### config.mk
export PLATFORM = sky130hd
export DESIGN_NAME = pwmSubsystem
export DESIGN_NICKNAME = d
export VERILOG_FILES = /design/src/hw/usiPkg.sv /design/src/hw/pwmSubsystem.sv /design/src/hw/usiReadCollector.sv /design/src/hw/pwmBlock.sv /design/src/hw/usiAddressDecoder.sv /design/src/hw/axilUsiBridge.sv
export SDC_FILE = /design/constraint.sdc
export NUM_CORES = 1
export LEC_CHECK = 0
export BUFFER_PORTS_ARGS = -buffer_cell sky130_fd_sc_hd__buf_4
export CAP_MARGIN = 15
export CORE_ASPECT_RATIO = 0.5
export CORE_MARGIN = 2
export CORE_UTILIZATION = 44
export DETAILED_ROUTE_END_ITERATION = 8
export PLACE_DENSITY = 0.64
export SLEW_MARGIN = 20
export SYNTH_ARGS = -nofsm -noshare
export SYNTH_HDL_FRONTEND = slang
export SYNTH_SLANG_ARGS = --single-unit
export TNS_END_PERCENT = 30
### constraint.sdc
create_clock -name sysClk -period 3 [get_ports sysClk]
set_input_delay 0.3 -clock sysClk [delete_from_list [all_inputs] [get_ports sysClk]]
set_output_delay 0.3 -clock sysClk [all_outputs]
set_load 0.05 [all_outputs]
### src/hw/usiPkg.sv
// Internal bus typedefs, PWM block map base, register offsets and AXI response codes
`default_nettype none

package usiPkg;

	// ----------------------------------------
	// Bus widths
	// ----------------------------------------
	// Upper byte picks the block, lower byte the register
	typedef logic [15:0] usiAddr_t;
	// Data word on both the AXI side and the internal bus
	typedef logic [31:0] usiData_t;
	// Block field of an address
	typedef logic [7:0] blockId_t;
	// Register offset inside one block
	typedef logic [7:0] regOffset_t;
	// Period, duty and counter of one PWM channel
	typedef logic [15:0] pwmCount_t;

	// ----------------------------------------
	// Block map
	// ----------------------------------------
	// Channel 0 sits here, channel i at base plus i
	localparam blockId_t pwmBlockBase = 8'h02;

	// Register offsets of a PWM block
	localparam regOffset_t regCtrl = 8'h00;
	localparam regOffset_t regPeriod = 8'h04;
	localparam regOffset_t regDuty = 8'h08;
	// Free-running counter, read only
	localparam regOffset_t regCount = 8'h0C;

	// ----------------------------------------
	// AXI response codes
	// ----------------------------------------
	typedef logic [1:0] axiResp_t;
	localparam axiResp_t respOkay = 2'd0;
	// Block outside the map
	localparam axiResp_t respDecErr = 2'd3;

endpackage

`default_nettype wire
### src/hw/pwmSubsystem.sv
// PWM subsystem top with bridge, decoder, generated PWM blocks and read collector
`timescale 1ns/1ps
`default_nettype none

module pwmSubsystem #(
	// Number of PWM channels, 1 to 8
	parameter int numChannels = 4
) (
	input wire logic sysClk,
	input wire logic rstN,
	// AXI4-Lite slave
	input wire logic awvalid,
	output logic awready,
	input wire usiPkg::usiAddr_t awaddr,
	input wire logic wvalid,
	output logic wready,
	input wire usiPkg::usiData_t wdata,
	input wire logic [$bits(usiPkg::usiData_t)/8-1:0] wstrb,
	output logic bvalid,
	input wire logic bready,
	output usiPkg::axiResp_t bresp,
	input wire logic arvalid,
	output logic arready,
	input wire usiPkg::usiAddr_t araddr,
	output logic rvalid,
	input wire logic rready,
	output usiPkg::usiData_t rdata,
	output usiPkg::axiResp_t rresp,
	// One pin per channel
	output logic [numChannels-1:0] pwm
);

	localparam int dataBits = $bits(usiPkg::usiData_t);

	// Bridge to decoder
	logic reqValid;
	logic reqWrite;
	usiPkg::usiAddr_t reqAddr;
	usiPkg::usiData_t reqData;
	// Decoder to blocks and collector
	logic [numChannels-1:0] sel;
	logic busWrite;
	usiPkg::regOffset_t busOffset;
	usiPkg::usiData_t busData;
	logic miss;
	// Blocks to collector
	logic [numChannels-1:0] ack;
	logic [numChannels*dataBits-1:0] rdData;
	// Collector to bridge
	logic doneValid;
	usiPkg::usiData_t doneData;
	usiPkg::axiResp_t doneResp;

	// ----------------------------------------
	// AXI4-Lite bridge
	// ----------------------------------------
	axilUsiBridge i_bridge (
		.sysClk(sysClk),
		.rstN(rstN),
		.awvalid(awvalid),
		.awready(awready),
		.awaddr(awaddr),
		.wvalid(wvalid),
		.wready(wready),
		.wdata(wdata),
		.wstrb(wstrb),
		.bvalid(bvalid),
		.bready(bready),
		.bresp(bresp),
		.arvalid(arvalid),
		.arready(arready),
		.araddr(araddr),
		.rvalid(rvalid),
		.rready(rready),
		.rdata(rdata),
		.rresp(rresp),
		.reqValid(reqValid),
		.reqWrite(reqWrite),
		.reqAddr(reqAddr),
		.reqData(reqData),
		.doneValid(doneValid),
		.doneData(doneData),
		.doneResp(doneResp)
	);

	// ----------------------------------------
	// Address decode
	// ----------------------------------------
	usiAddressDecoder #(
		.numChannels(numChannels)
	) i_decoder (
		.sysClk(sysClk),
		.rstN(rstN),
		.reqValid(reqValid),
		.reqWrite(reqWrite),
		.reqAddr(reqAddr),
		.reqData(reqData),
		.sel(sel),
		.busWrite(busWrite),
		.busOffset(busOffset),
		.busData(busData),
		.miss(miss)
	);

	// ----------------------------------------
	// PWM channels
	// ----------------------------------------
	// Channel i answers at block pwmBlockBase plus i
	for (genvar i = 0; i < numChannels; i++)
	begin : gChannel
		pwmBlock i_pwmBlock (
			.sysClk(sysClk),
			.rstN(rstN),
			.sel(sel[i]),
			.busWrite(busWrite),
			.busOffset(busOffset),
			.busData(busData),
			.ack(ack[i]),
			.rdData(rdData[i*dataBits +: dataBits]),
			.pwm(pwm[i])
		);
	end

	// ----------------------------------------
	// Response merge
	// ----------------------------------------
	usiReadCollector #(
		.numChannels(numChannels)
	) i_collector (
		.sysClk(sysClk),
		.rstN(rstN),
		.ack(ack),
		.rdData(rdData),
		.miss(miss),
		.doneValid(doneValid),
		.doneData(doneData),
		.doneResp(doneResp)
	);

endmodule

`default_nettype wire

### src/hw/usiReadCollector.sv
// Read collector merging block acknowledges and data, or a miss, into one response
`timescale 1ns/1ps
`default_nettype none

module usiReadCollector #(
	// Number of PWM blocks, 1 to 8
	parameter int numChannels = 4
) (
	input wire logic sysClk,
	input wire logic rstN,
	input wire logic [numChannels-1:0] ack,
	input wire logic [numChannels*$bits(usiPkg::usiData_t)-1:0] rdData,
	input wire logic miss,
	output logic doneValid,
	output usiPkg::usiData_t doneData,
	output usiPkg::axiResp_t doneResp
);

	localparam int dataBits = $bits(usiPkg::usiData_t);

	usiPkg::usiData_t ackData;
	// Miss delayed one cycle to line up with a block acknowledge
	logic missQ;

	// AND-OR mux over the one acknowledging block
	always_comb
	begin
		ackData = '0;
		for (int i = 0; i < numChannels; i++)
			if (ack[i])
				ackData = ackData | rdData[i*dataBits +: dataBits];
	end

	// ----------------------------------------
	// Response stage
	// ----------------------------------------
	always_ff @(posedge sysClk)
	begin
		if (!rstN)
		begin
			missQ <= 1'b0;
			doneValid <= 1'b0;
		end
		else
		begin
			missQ <= miss;
			doneValid <= (|ack) || missQ;
		end
	end

	// Miss answers with zero data and DECERR
	always_ff @(posedge sysClk)
	begin
		doneData <= missQ ? '0 : ackData;
		doneResp <= missQ ? usiPkg::respDecErr : usiPkg::respOkay;
	end

endmodule

`default_nettype wire

### src/hw/pwmBlock.sv
// PWM channel with enable, period and duty registers, counter and output pin
`timescale 1ns/1ps
`default_nettype none

module pwmBlock (
	input wire logic sysClk,
	input wire logic rstN,
	// Bus side
	input wire logic sel,
	input wire logic busWrite,
	input wire usiPkg::regOffset_t busOffset,
	input wire usiPkg::usiData_t busData,
	output logic ack,
	output usiPkg::usiData_t rdData,
	// Pin
	output logic pwm
);

	logic enable;
	usiPkg::pwmCount_t period;
	usiPkg::pwmCount_t duty;
	usiPkg::pwmCount_t counter;
	usiPkg::usiData_t readMux;

	// ----------------------------------------
	// Register file
	// ----------------------------------------
	always_ff @(posedge sysClk)
	begin
		if (!rstN)
		begin
			enable <= 1'b0;
			period <= '0;
			duty <= '0;
		end
		else if (sel && busWrite)
		begin
			case (busOffset)
				usiPkg::regCtrl:
					enable <= busData[0];
				usiPkg::regPeriod:
					period <= busData[$bits(usiPkg::pwmCount_t)-1:0];
				usiPkg::regDuty:
					duty <= busData[$bits(usiPkg::pwmCount_t)-1:0];
				// Counter and unknown offsets ignore writes
				default:
				begin
				end
			endcase
		end
	end

	// Readback, zero for anything not mapped
	always_comb
	begin
		case (busOffset)
			usiPkg::regCtrl:
				readMux = {{($bits(usiPkg::usiData_t)-1){1'b0}}, enable};
			usiPkg::regPeriod:
				readMux = usiPkg::usiData_t'(period);
			usiPkg::regDuty:
				readMux = usiPkg::usiData_t'(duty);
			usiPkg::regCount:
				readMux = usiPkg::usiData_t'(counter);
			default:
				readMux = '0;
		endcase
	end

	// Acknowledge one cycle after the strobe, reads and writes alike
	always_ff @(posedge sysClk)
	begin
		if (!rstN)
			ack <= 1'b0;
		else
			ack <= sel;
	end

	always_ff @(posedge sysClk)
	begin
		if (sel)
			rdData <= readMux;
	end

	// ----------------------------------------
	// Counter and output
	// ----------------------------------------
	// Frame is period plus one cycles
	always_ff @(posedge sysClk)
	begin
		if (!rstN)
		begin
			counter <= '0;
			pwm <= 1'b0;
		end
		else
		begin
			if (!enable)
				counter <= '0;
			else if (counter >= period)
				counter <= '0;
			else
				counter <= counter + 1'b1;
			// High for duty cycles of every frame
			pwm <= enable && (counter < duty);
		end
	end

endmodule

`default_nettype wire

### src/hw/usiAddressDecoder.sv
// Address decoder from bus request to registered block strobes or a miss pulse
`timescale 1ns/1ps
`default_nettype none

module usiAddressDecoder #(
	// Number of PWM blocks, 1 to 8
	parameter int numChannels = 4
) (
	input wire logic sysClk,
	input wire logic rstN,
	input wire logic reqValid,
	input wire logic reqWrite,
	input wire usiPkg::usiAddr_t reqAddr,
	input wire usiPkg::usiData_t reqData,
	output logic [numChannels-1:0] sel,
	output logic busWrite,
	output usiPkg::regOffset_t busOffset,
	output usiPkg::usiData_t busData,
	output logic miss
);

	usiPkg::blockId_t blkIndex;
	logic inMap;
	logic [numChannels-1:0] selNext;

	// Block number relative to channel 0, wraps below the base
	assign blkIndex = usiPkg::blockId_t'(reqAddr[15:8] - usiPkg::pwmBlockBase);
	assign inMap = blkIndex < usiPkg::blockId_t'(numChannels);

	// One-hot strobe for the addressed channel
	always_comb
	begin
		selNext = '0;
		for (int i = 0; i < numChannels; i++)
			selNext[i] = reqValid && inMap && (blkIndex == usiPkg::blockId_t'(i));
	end

	// ----------------------------------------
	// Request stage
	// ----------------------------------------
	always_ff @(posedge sysClk)
	begin
		if (!rstN)
		begin
			sel <= '0;
			miss <= 1'b0;
		end
		else
		begin
			sel <= selNext;
			miss <= reqValid && !inMap;
		end
	end

	// Shared by every block, qualified by sel
	always_ff @(posedge sysClk)
	begin
		busWrite <= reqWrite;
		busOffset <= reqAddr[7:0];
		busData <= reqData;
	end

endmodule

`default_nettype wire

### src/hw/axilUsiBridge.sv
// AXI4-Lite slave that turns each transfer into one internal bus transaction
`timescale 1ns/1ps
`default_nettype none

module axilUsiBridge (
	input wire logic sysClk,
	input wire logic rstN,
	// AXI4-Lite write address and data
	input wire logic awvalid,
	output logic awready,
	input wire usiPkg::usiAddr_t awaddr,
	input wire logic wvalid,
	output logic wready,
	input wire usiPkg::usiData_t wdata,
	input wire logic [$bits(usiPkg::usiData_t)/8-1:0] wstrb,
	// AXI4-Lite write response
	output logic bvalid,
	input wire logic bready,
	output usiPkg::axiResp_t bresp,
	// AXI4-Lite read address
	input wire logic arvalid,
	output logic arready,
	input wire usiPkg::usiAddr_t araddr,
	// AXI4-Lite read data
	output logic rvalid,
	input wire logic rready,
	output usiPkg::usiData_t rdata,
	output usiPkg::axiResp_t rresp,
	// Internal bus request
	output logic reqValid,
	output logic reqWrite,
	output usiPkg::usiAddr_t reqAddr,
	output usiPkg::usiData_t reqData,
	// Completion from the read collector
	input wire logic doneValid,
	input wire usiPkg::usiData_t doneData,
	input wire usiPkg::axiResp_t doneResp
);

	typedef enum logic [2:0] {
		idle,
		waitWrite,
		waitRead,
		respWrite,
		respRead
	} bridgeState_t;

	bridgeState_t state;
	logic wrAccept;
	logic rdAccept;
	// Completion kept until the master takes it
	usiPkg::usiData_t respData;
	usiPkg::axiResp_t respCode;

	// ----------------------------------------
	// Handshakes
	// ----------------------------------------
	// AW and W only together, and only from idle
	assign awready = (state == idle) && awvalid && wvalid;
	assign wready = (state == idle) && awvalid && wvalid;
	// Reads wait while any write beat is waiting, so writes win a tie
	assign arready = (state == idle) && arvalid && !awvalid && !wvalid;

	assign wrAccept = awvalid && awready;
	assign rdAccept = arvalid && arready;

	// Responses straight from the state
	assign bvalid = (state == respWrite);
	assign rvalid = (state == respRead);
	assign bresp = respCode;
	assign rresp = respCode;
	assign rdata = respData;

	// ----------------------------------------
	// Transfer FSM
	// ----------------------------------------
	always_ff @(posedge sysClk)
	begin
		if (!rstN)
		begin
			state <= idle;
			reqValid <= 1'b0;
		end
		else
		begin
			// Request is a single-cycle pulse
			reqValid <= 1'b0;
			case (state)
				idle:
				begin
					if (wrAccept)
					begin
						state <= waitWrite;
						reqValid <= 1'b1;
					end
					else if (rdAccept)
					begin
						state <= waitRead;
						reqValid <= 1'b1;
					end
				end
				waitWrite:
					if (doneValid)
						state <= respWrite;
				waitRead:
					if (doneValid)
						state <= respRead;
				// Hold B until taken
				respWrite:
					if (bready)
						state <= idle;
				// Hold R until taken
				respRead:
					if (rready)
						state <= idle;
				default:
					state <= idle;
			endcase
		end
	end

	// Address and data latched at the handshake
	always_ff @(posedge sysClk)
	begin
		if (wrAccept)
		begin
			// Every write covers the whole word
			reqWrite <= 1'b1;
			reqAddr <= awaddr;
			reqData <= wdata;
		end
		else if (rdAccept)
		begin
			reqWrite <= 1'b0;
			reqAddr <= araddr;
		end
		// Capture the completion for the response phase
		if (doneValid)
		begin
			respData <= doneData;
			respCode <= doneResp;
		end
	end

endmodule

`default_nettype wire

==> results of run 1 <==
==> flip-flops by register name, indices dropped and copies added (netlist names), 3 cells and up <==
name and flops:
i_collector.doneData 16, gChannel.i_pwmBlock.counter 64, gChannel.i_pwmBlock.ack 4, gChannel.i_pwmBlock.pwm 4
i_decoder.sel 4, i_bridge.rdata 16, i_decoder.busData 16, gChannel.i_pwmBlock.rdData 64
i_decoder.busOffset 8, i_bridge.reqData 16, gChannel.i_pwmBlock.duty 64, i_bridge.state 3
gChannel.i_pwmBlock.period 64, gChannel.i_pwmBlock.enable 4, i_bridge.reqAddr 16
==> cells by family after synthesis <==
| kind of cell | share of synthesized area |
|---|---|
| other cells | 0.000209 |
| buf+inv | 0.0631 |
| xor+xnor | 0.0283 |
| simple gates | 0.155 |
| flops | 0.477 |
| mux | 0.0898 |
| compound gates | 0.0971 |
| fa+ha+maj | 0.0899 |
==> report_power, final <==
part	internal [mW]	switching [mW]	leakage, nW
Clock	2.67	1.92	0.562
Sequential	5.27	0.150	3.31
Combinational	0.207	0.398	4.39
==> routing by layer <==
layer,wire length [um],part of all wire,vias up
met1,21800,0.49,6131
li1,-,-,6320
met4,828,0.019,0
met5,0,0,-
met2,18700,0.42,333
met3,2860,0.065,51
==> cell type report <==
type                       instances  area share
antenna                            1    0.000123
clock buffer                      51      0.0491
clock inverter                    13     0.00837
inverter                         139      0.0257
multi-input combinational       1182       0.410
sequential                       371       0.421
tap                              540      0.0332
timing repair buffer             135      0.0524
==> worst paths after layout <==
check	startpoint	endpoint	slack, ns
worst max-delay path	gChannel[2].i_pwmBlock.period[14]$_SDFFE_PN0P_	gChannel[2].i_pwmBlock.counter[4]$_SDFF_PP0_	0.57
worst min register to register	i_bridge.reqData[4]$_DFFE_PN_	i_decoder.busData[4]$_DFF_P_	0.34
worst max register to register	gChannel[2].i_pwmBlock.period[14]$_SDFFE_PN0P_	gChannel[2].i_pwmBlock.counter[4]$_SDFF_PP0_	0.57
worst min-delay path	araddr[15]	i_bridge.reqAddr[15]$_DFFE_PP_	0.08
==> cell usage in the layout, fill, tap and decap left out, types with 39 or more instances in the layout <==
master,instances
a21oi_1,59
a22oi_1,92
buf_4,118
dfxtp_1,256
edfxtp_1,113
ha_1,129
inv_1,139
mux2i_1,134
nand2_1,105
nand4_1,39
nor2_1,163
nor2b_1,137
o21ai_0,74
==> timing repair <==
action / in CTS / in global routing
hold buffers: 16 / 0
resized for setup: 0 / 0
hold endpoints to repair: 16 / 0
setup endpoints to repair: 0 / 0
==> reports/summary.txt, run 1 <==
Largest net degree at the start of global routing -> 129
CP Class -> register to register
Share of layout cells above drive strength 1 -> 0.107
ANT nets after route -> 0
CP Capture Type -> register
DRT Pass-1 Iters -> 5
Core area -> 40300 um2
Synth top area share -> 0.288
Global route hottest layer -> met1
Final Max Slew Viols -> 0
Yosys reg bits -> 371
Die Span X -> 290 um
Outcome -> finished, final reports clean
Fin Clk Skew -> 0.0193 ns
Post-synth EDFFs -> 113
Worst path required time -> 3.39 ns
Clock latency on the worst-skew pair -> 0.54 ns
Prevailing post-synth register cell -> dfxtp_1
Register Area -> 8560 um2
Drt wl/cell -> 18.2 um
Post-synth top cells -> 258 x dfxtp_1, 163 x nor2_1, 139 x inv_1
Slowest cell on the critical path -> or4_1
Die Y -> 147 um
Final worst-path cycle share -> 0.811
CTS root buf -> clkbuf_16
Worst-path clk slew -> 0.06 ns
RSZ-0062 raised after global routing -> false
Startpoint types -> register
Die area -> 42500 um2
Delay-heaviest family, CP -> simple AND/OR/NAND/NOR gates
Design area -> 20300 um2
# port buffers -> 83
Aggregate negative setup slack -> 0 ns
Final hold viol count -> 0
Vias in the first global route -> 12097
GRT Util Overall -> 0.210
Initial antenna violation count -> 0
Dpl ws -> 0.554 ns
Leak -> 8.26 nW
Number of nets in the layout -> 2069
Worst hold path type -> input port to register
Via/cell ratio -> 5.28
Met3 GRT Util -> 0.0346
Crit-path max cell delay -> 0.53 ns
Netlist Area Pre-Place -> 17900 um2
Fin util -> 0.504
P per Cell Area -> 523 nW/um2
Ys Warns -> 0
Post-Layout Cell Count -> 2432
HPWL after detailed placement -> 30700 um
Setup violations, final -> 0
Num ports -> 120
Clock net sink count -> 371
Total wire length -> 44200 um
Multi-input logic area -> 8330 um2
Row Count -> 52
Via count -> 12835
Pwr Total -> 10.6 mW
Ranking of synthesized cells by area -> dfxtp_1 29%, edfxtp_1 19%, ha_1 9.0%, mux2i_1 7.5%, nor2b_1 4.8%
GR Util met2 -> 0.308
Clk buf depth -> 3
Post-CTS Setup Repair Bufs -> 0
Met1 usage -> 0.322
Mapped Cells -> 1801
Worst path depth -> 7
CTS tree -> yes
Area Overhead vs Synth -> 13.2%
DR DRC count -> 0
Arr. time, crit path -> 2.83 ns
Async SR Flop Fraction -> 0
Initial core utilization -> 0.445
Post-synth cell types -> 45
Crit Path Max Fanout -> 16
CP bufs+invs -> 1
First-pass GRT wire length -> 69400 um
Fmax -> 411 MHz
R2r worst-path depth -> 7
Max-slew headroom -> 0.397
Fillers -> 3771
Sequential share of the synthesized area -> 0.477
Initial drt markers -> 1119
Grt ovf -> 0
Dpl cells -> 2351
DP Area -> 19000 um2
Setup slack after layout -> 0.566 ns
RD Place Congestion -> 0.900
CP Cell Sequence -> inv_1, ha_1, nand4_1, or3_1, a221oi_1, or4_1, nor2_1
Number of buffers created by CTS -> 36
Top-count cell post-synth -> dfxtp_1
CTS H-tree depth -> 2
Avg Cell Area, Syn -> 9.97 um2
Final worst path period need -> 2.43 ns
Peak VDD IR -> 0.304 mV
Max-cap violations -> 0
Worst Hold Depth -> 2
Least-Margin Pin Slew -> 0.904 ns
Hold slack -> 0.0761 ns
Post-synth top area cell -> dfxtp_1
(Power assumes the default switching activity.)
==> run 2, diff against run 1 <==
- clock period: 3 -> 2.26 ns (I/O delays scaled with it)
==> run 2 against run 1 <==
  * Die area unchanged
  * Sequential share of layout area down 1.3 points
  * Fmax up 14%
  * Non-clock buffer count up 69
  * Cell count up 2.8%
  * First-iteration DRC count down 2.1%
  * Combinational power up 38%
  * Count of clock-buffer cells in the layout down 2
  * Worst hold slack worse by 0.067 ns
  * Global-route usage up 0.11 points
  * Critical path type unchanged
  * Critical endpoint is now gChannel[3].i_pwmBlock.counter[8]$_SDFF_PP0_
  * Largest power group unchanged
==> reports/summary.txt, run 2 (same netlist as run 1, synthesis figures left out) <==
CP Class -> register to register
Share of layout cells above drive strength 1 -> 0.129
CP Cell Sequence -> inv_1, ha_1, nand4_1, or3_1, a221oi_1, or4_1, buf_4, nor2_1
Max-cap violations -> 0
Via count -> 12926
Leak -> 8.64 nW
Final worst path period need -> 2.14 ns
Largest net degree at the start of global routing -> 79
CP bufs+invs -> 2
Initial antenna violation count -> 0
Total wire length -> 44800 um
Worst-path clk slew -> 0.06 ns
Fmax -> 467 MHz
Met3 Wirelength -> 3090 um
Top layer in use -> met4
Commonest non-fill, non-tap cell in the layout -> dfxtp_1
HPWL after detailed placement -> 31700 um
Core area -> 40300 um2
Number of buffers created by CTS -> 36
DRT met1 WL -> 22400 um
Die Span X -> 290 um
Clock latency on the worst-skew pair -> 0.53 ns
Num ports -> 120
CTS tree -> yes
RSZ-0062 raised after global routing -> false
Aggregate negative setup slack -> 0 ns
Final worst-path cycle share -> 0.948
Setup violations, final -> 0
Most frequent cells in the layout -> 255 x dfxtp_1, 163 x nor2_1, 154 x buf_4
Number of nets in the layout -> 2138
CTS H-tree depth -> 2
Slowest cell on the critical path -> or3_1
Delay-heaviest family, CP -> simple AND/OR/NAND/NOR gates
Final Max Slew Viols -> 0
Outcome -> finished, final reports clean
Crit-path max cell delay -> 0.41 ns
Worst hold path type -> input port to register
Final hold viol count -> 0
Arr. time, crit path -> 2.56 ns
DRT Pass-1 Iters -> 5
Vias in the first global route -> 12308
RD Place Congestion -> 0.871
Crit Path Max Fanout -> 16
Fin Clk Skew -> 0.0204 ns
Initial drt markers -> 1096
# diodes -> 0
GRT Util Overall -> 0.211
# port buffers -> 83
Drt wl/cell -> 17.9 um
Row Count -> 52
Grt ovf -> 0
Clk buf depth -> 3
Peak VDD IR -> 0.424 mV
CP Capture Type -> register
Least-Margin Pin Slew -> 0.867 ns
DR DRC count -> 0
Area Overhead vs Synth -> 16.9%
P per Cell Area -> 671 nW/um2
Worst path required time -> 2.68 ns
Setup slack, reg-to-reg -> 0.12 ns
Fillers -> 3614
Fin util -> 0.520
CTS root buf -> clkbuf_16
Die area -> 42500 um2
Die Y -> 147 um
Clock net sink count -> 371
Startpoint types -> register
First-pass GRT wire length -> 69600 um
Via/cell ratio -> 5.17
Initial core utilization -> 0.445
Max-slew headroom -> 0.421
ANT nets after route -> 0
Met2 WL -> 18600 um
[run 2: worst paths after layout]
check                                                 endpoint  cells after the start                                      startpoint
setup reg to reg  gChannel[3].i_pwmBlock.counter[8]$_SDFF_PP0_                      8  gChannel[3].i_pwmBlock.period[13]$_SDFFE_PN0P_
hold reg to reg                 i_decoder.busOffset[6]$_DFF_P_                      0                   i_bridge.reqAddr[6]$_DFFE_PP_
hold / removal                   i_bridge.reqAddr[3]$_DFFE_PP_                      2                                       araddr[3]
setup / recovery  gChannel[3].i_pwmBlock.counter[8]$_SDFF_PP0_                      8  gChannel[3].i_pwmBlock.period[13]$_SDFFE_PN0P_
[run 2: final cells by class]
class	instances	area, um2	area share
repair buffers	204	1730	0.0823
inverters	139	522	0.0249
well taps	540	676	0.0322
flip-flops and latches	371	8560	0.408
multi-input cells	1182	8330	0.397
clock buffers	49	1020	0.0487
clock inverters	15	138	0.00656
[run 2: routing by layer]
metal  global-route usage  vias to the layer above
li1                     -                     6446
met1                0.321                     6107
met2                0.308                      317
met3               0.0425                       56
met4               0.0444                        0
met5                    0                        -
[run 2: worst register-to-register path, stage by stage, from the launching register on]
cell      delay (ns)
dfxtp_1         0.37
inv_1           0.06
ha_1            0.29
nand4_1         0.16
or3_1           0.41
a221oi_1        0.30
or4_1           0.17
buf_4           0.21
nor2_1          0.07
[run 2: timing repair]
item / CTS / global route
resized for setup: 0 / 3
hold endpoints to repair: 29 / 1
hold buffers: 42 / 1
endpoints found under the setup margin: 0 / 21
buffers inserted: 0 / 0
[run 2: per-stage QoR]
step           std cells  total power, mW  setup WS [ns]  hold slack, ns  cell area (um2)
3_3_place_gp        2393             8.14          0.139           0.324            19400
2_1_floorplan       1816             7.80         0.0343           0.323            18000
5_1_grt             2500             14.5         0.0234         0.00353            21000
4_1_cts             2499             14.2          0.110         0.00131            21000
6_report            2500             14.1          0.118         0.00874            21000
3_5_place_dp        2393             8.14          0.118           0.327            19400
[run 2: power breakdown]
part           internal (mW)  total, mW  switching [mW]
Clock                   3.41       6.01            2.60
Sequential              6.99       7.23           0.236
Combinational          0.337      0.831           0.494
Total                   10.7       14.1            3.33
==> run 3, diff against run 2 <==
- CAP_MARGIN: 15 -> 20
- REMOVE_ABC_BUFFERS: default -> 1
==> run 3 against run 2 <==
  * First-iteration DRC count rose by 10%
  * Worst setup slack improved by 0.022 ns
  * Via count is 1.8% higher
  * Utilization about the same
  * Cell count rose by 0.20%
  * Die area unchanged
  * Clock skew down 0.0056 ns
  * Register-to-register slack better by 0.02 ns
  * Highest routed layer unchanged
==> reports/summary.txt, run 3 (same netlist as run 1, synthesis figures left out) <==
Outcome -> finished, final reports clean
RSZ-0062 raised after global routing -> false
Row Count -> 52
Total wire length -> 45100 um
Grt ovf -> 0
Setup slack, reg-to-reg -> 0.14 ns
Pwr Total -> 14.1 mW
Clk buf depth -> 3
Drt wl/cell -> 18.0 um
Initial core utilization -> 0.445
Peak VDD IR -> 0.347 mV
P per Cell Area -> 671 nW/um2
Worst hold path type -> input port to register
Area Overhead vs Synth -> 17.0%
Fin util -> 0.520
Final worst path period need -> 2.12 ns
Setup slack after layout -> 0.140 ns
Slowest cell on the critical path -> or4_4
Arr. time, crit path -> 2.59 ns
Delay-heaviest family, CP -> simple AND/OR/NAND/NOR gates
Setup violations, final -> 0
Crit Path Max Fanout -> 16
CP Capture Type -> register
Die area -> 42500 um2
CP Class -> register to register
# diodes -> 0
GRT Util Overall -> 0.216
Number of buffers created by CTS -> 36
Clock latency on the worst-skew pair -> 0.54 ns
Worst path required time -> 2.73 ns
CTS tree -> yes
Via count -> 13157
Most frequent cells in the layout -> 256 x dfxtp_1, 163 x nor2_1, 158 x buf_4
Core area -> 40300 um2
Leak -> 8.62 nW
Number of nets in the layout -> 2143
Die Y -> 147 um
Final hold viol count -> 0
CP Cell Sequence -> inv_1, ha_1, a21oi_1, nand2_1, a211o_1, or4_4, buf_12, nor2_1
Max-cap violations -> 0
Share of layout cells above drive strength 1 -> 0.128
Clock net sink count -> 371
Commonest non-fill, non-tap cell in the layout -> dfxtp_1
CTS root buf -> clkbuf_16
Final worst-path cycle share -> 0.938
Num ports -> 120
Vias in the first global route -> 12595
CTS H-tree depth -> 2
Worst-path clk slew -> 0.07 ns
DRT Pass-1 Iters -> 5
Largest net degree at the start of global routing -> 81
Via/cell ratio -> 5.25
ANT nets after route -> 0
Fmax -> 472 MHz
Max-slew headroom -> 0.499
Startpoint types -> register
Dpl ws -> 0.122 ns
RD Place Congestion -> 0.858
Die Span X -> 290 um
Initial antenna violation count -> 0
HPWL after detailed placement -> 31100 um
Initial drt markers -> 1207
Final Max Slew Viols -> 0
Fin Clk Skew -> 0.0147 ns
First-pass GRT wire length -> 71500 um
CP bufs+invs -> 2
Least-Margin Pin Slew -> 0.751 ns
# port buffers -> 83
Crit-path max cell delay -> 0.53 ns
DR DRC count -> 0
==> run 3: final timing paths <==
check / startpoint / endpoint / cells after the start
max reg2reg: gChannel[2].i_pwmBlock.period[14]$_SDFFE_PN0P_ / gChannel[2].i_pwmBlock.counter[14]$_SDFF_PP0_ / 8
min: awaddr[2] / i_bridge.reqAddr[2]$_DFFE_PP_ / 2
max: gChannel[2].i_pwmBlock.period[14]$_SDFFE_PN0P_ / gChannel[2].i_pwmBlock.counter[14]$_SDFF_PP0_ / 8
min reg2reg: i_bridge.reqData[12]$_DFFE_PN_ / i_decoder.busData[12]$_DFF_P_ / 0
==> run 3: layer usage <==
layer	wire, um	vias up	GRT usage
li1	-	6469	-
met1	21600	6320	0.312
met2	20000	303	0.334
met3	2640	65	0.0385
met4	937	0	0.0544
met5	0	-	0
==> run 3: area by class of cell <==
cell class	instances	area, um2
Fill cell	3601	19300
Sequential cell	371	8560
Multi-Input combinational cell	1182	8340
Timing Repair Buffer	209	1750
Clock buffer	48	1010
Tap cell	540	676
Inverter	139	522
Clock inverter	16	140
==> run 3: power breakdown <==
part           switching, mW  total (mW)  internal, mW
clock network           2.61        5.98          3.37
registers              0.227        7.22          6.99
logic                  0.524       0.880         0.355
==> run 3: what timing repair did <==
item / in CTS / in global routing
endpoints found under the hold margin: 31 / 0
setup buffers: 0 / 0
gates resized for setup: 0 / 2
hold buffers: 46 / 0
setup endpoints to repair: 0 / 30
==> run 3: metrics by stage <==
| stage | std cells | TNS (ns) | instance area (um2) | hold WS, ns |
|---|---|---|---|---|
| 2_1_floorplan | 1692 | -487.10 | 17400 | 0.323 |
| 3_3_place_gp | 2395 | 0 | 19400 | 0.324 |
| 3_5_place_dp | 2395 | 0 | 19400 | 0.327 |
| 4_1_cts | 2505 | 0 | 21000 | 0.000301 |
| 5_1_grt | 2505 | 0 | 21000 | 0.0117 |
| 6_report | 2505 | 0 | 21000 | 0.0235 |
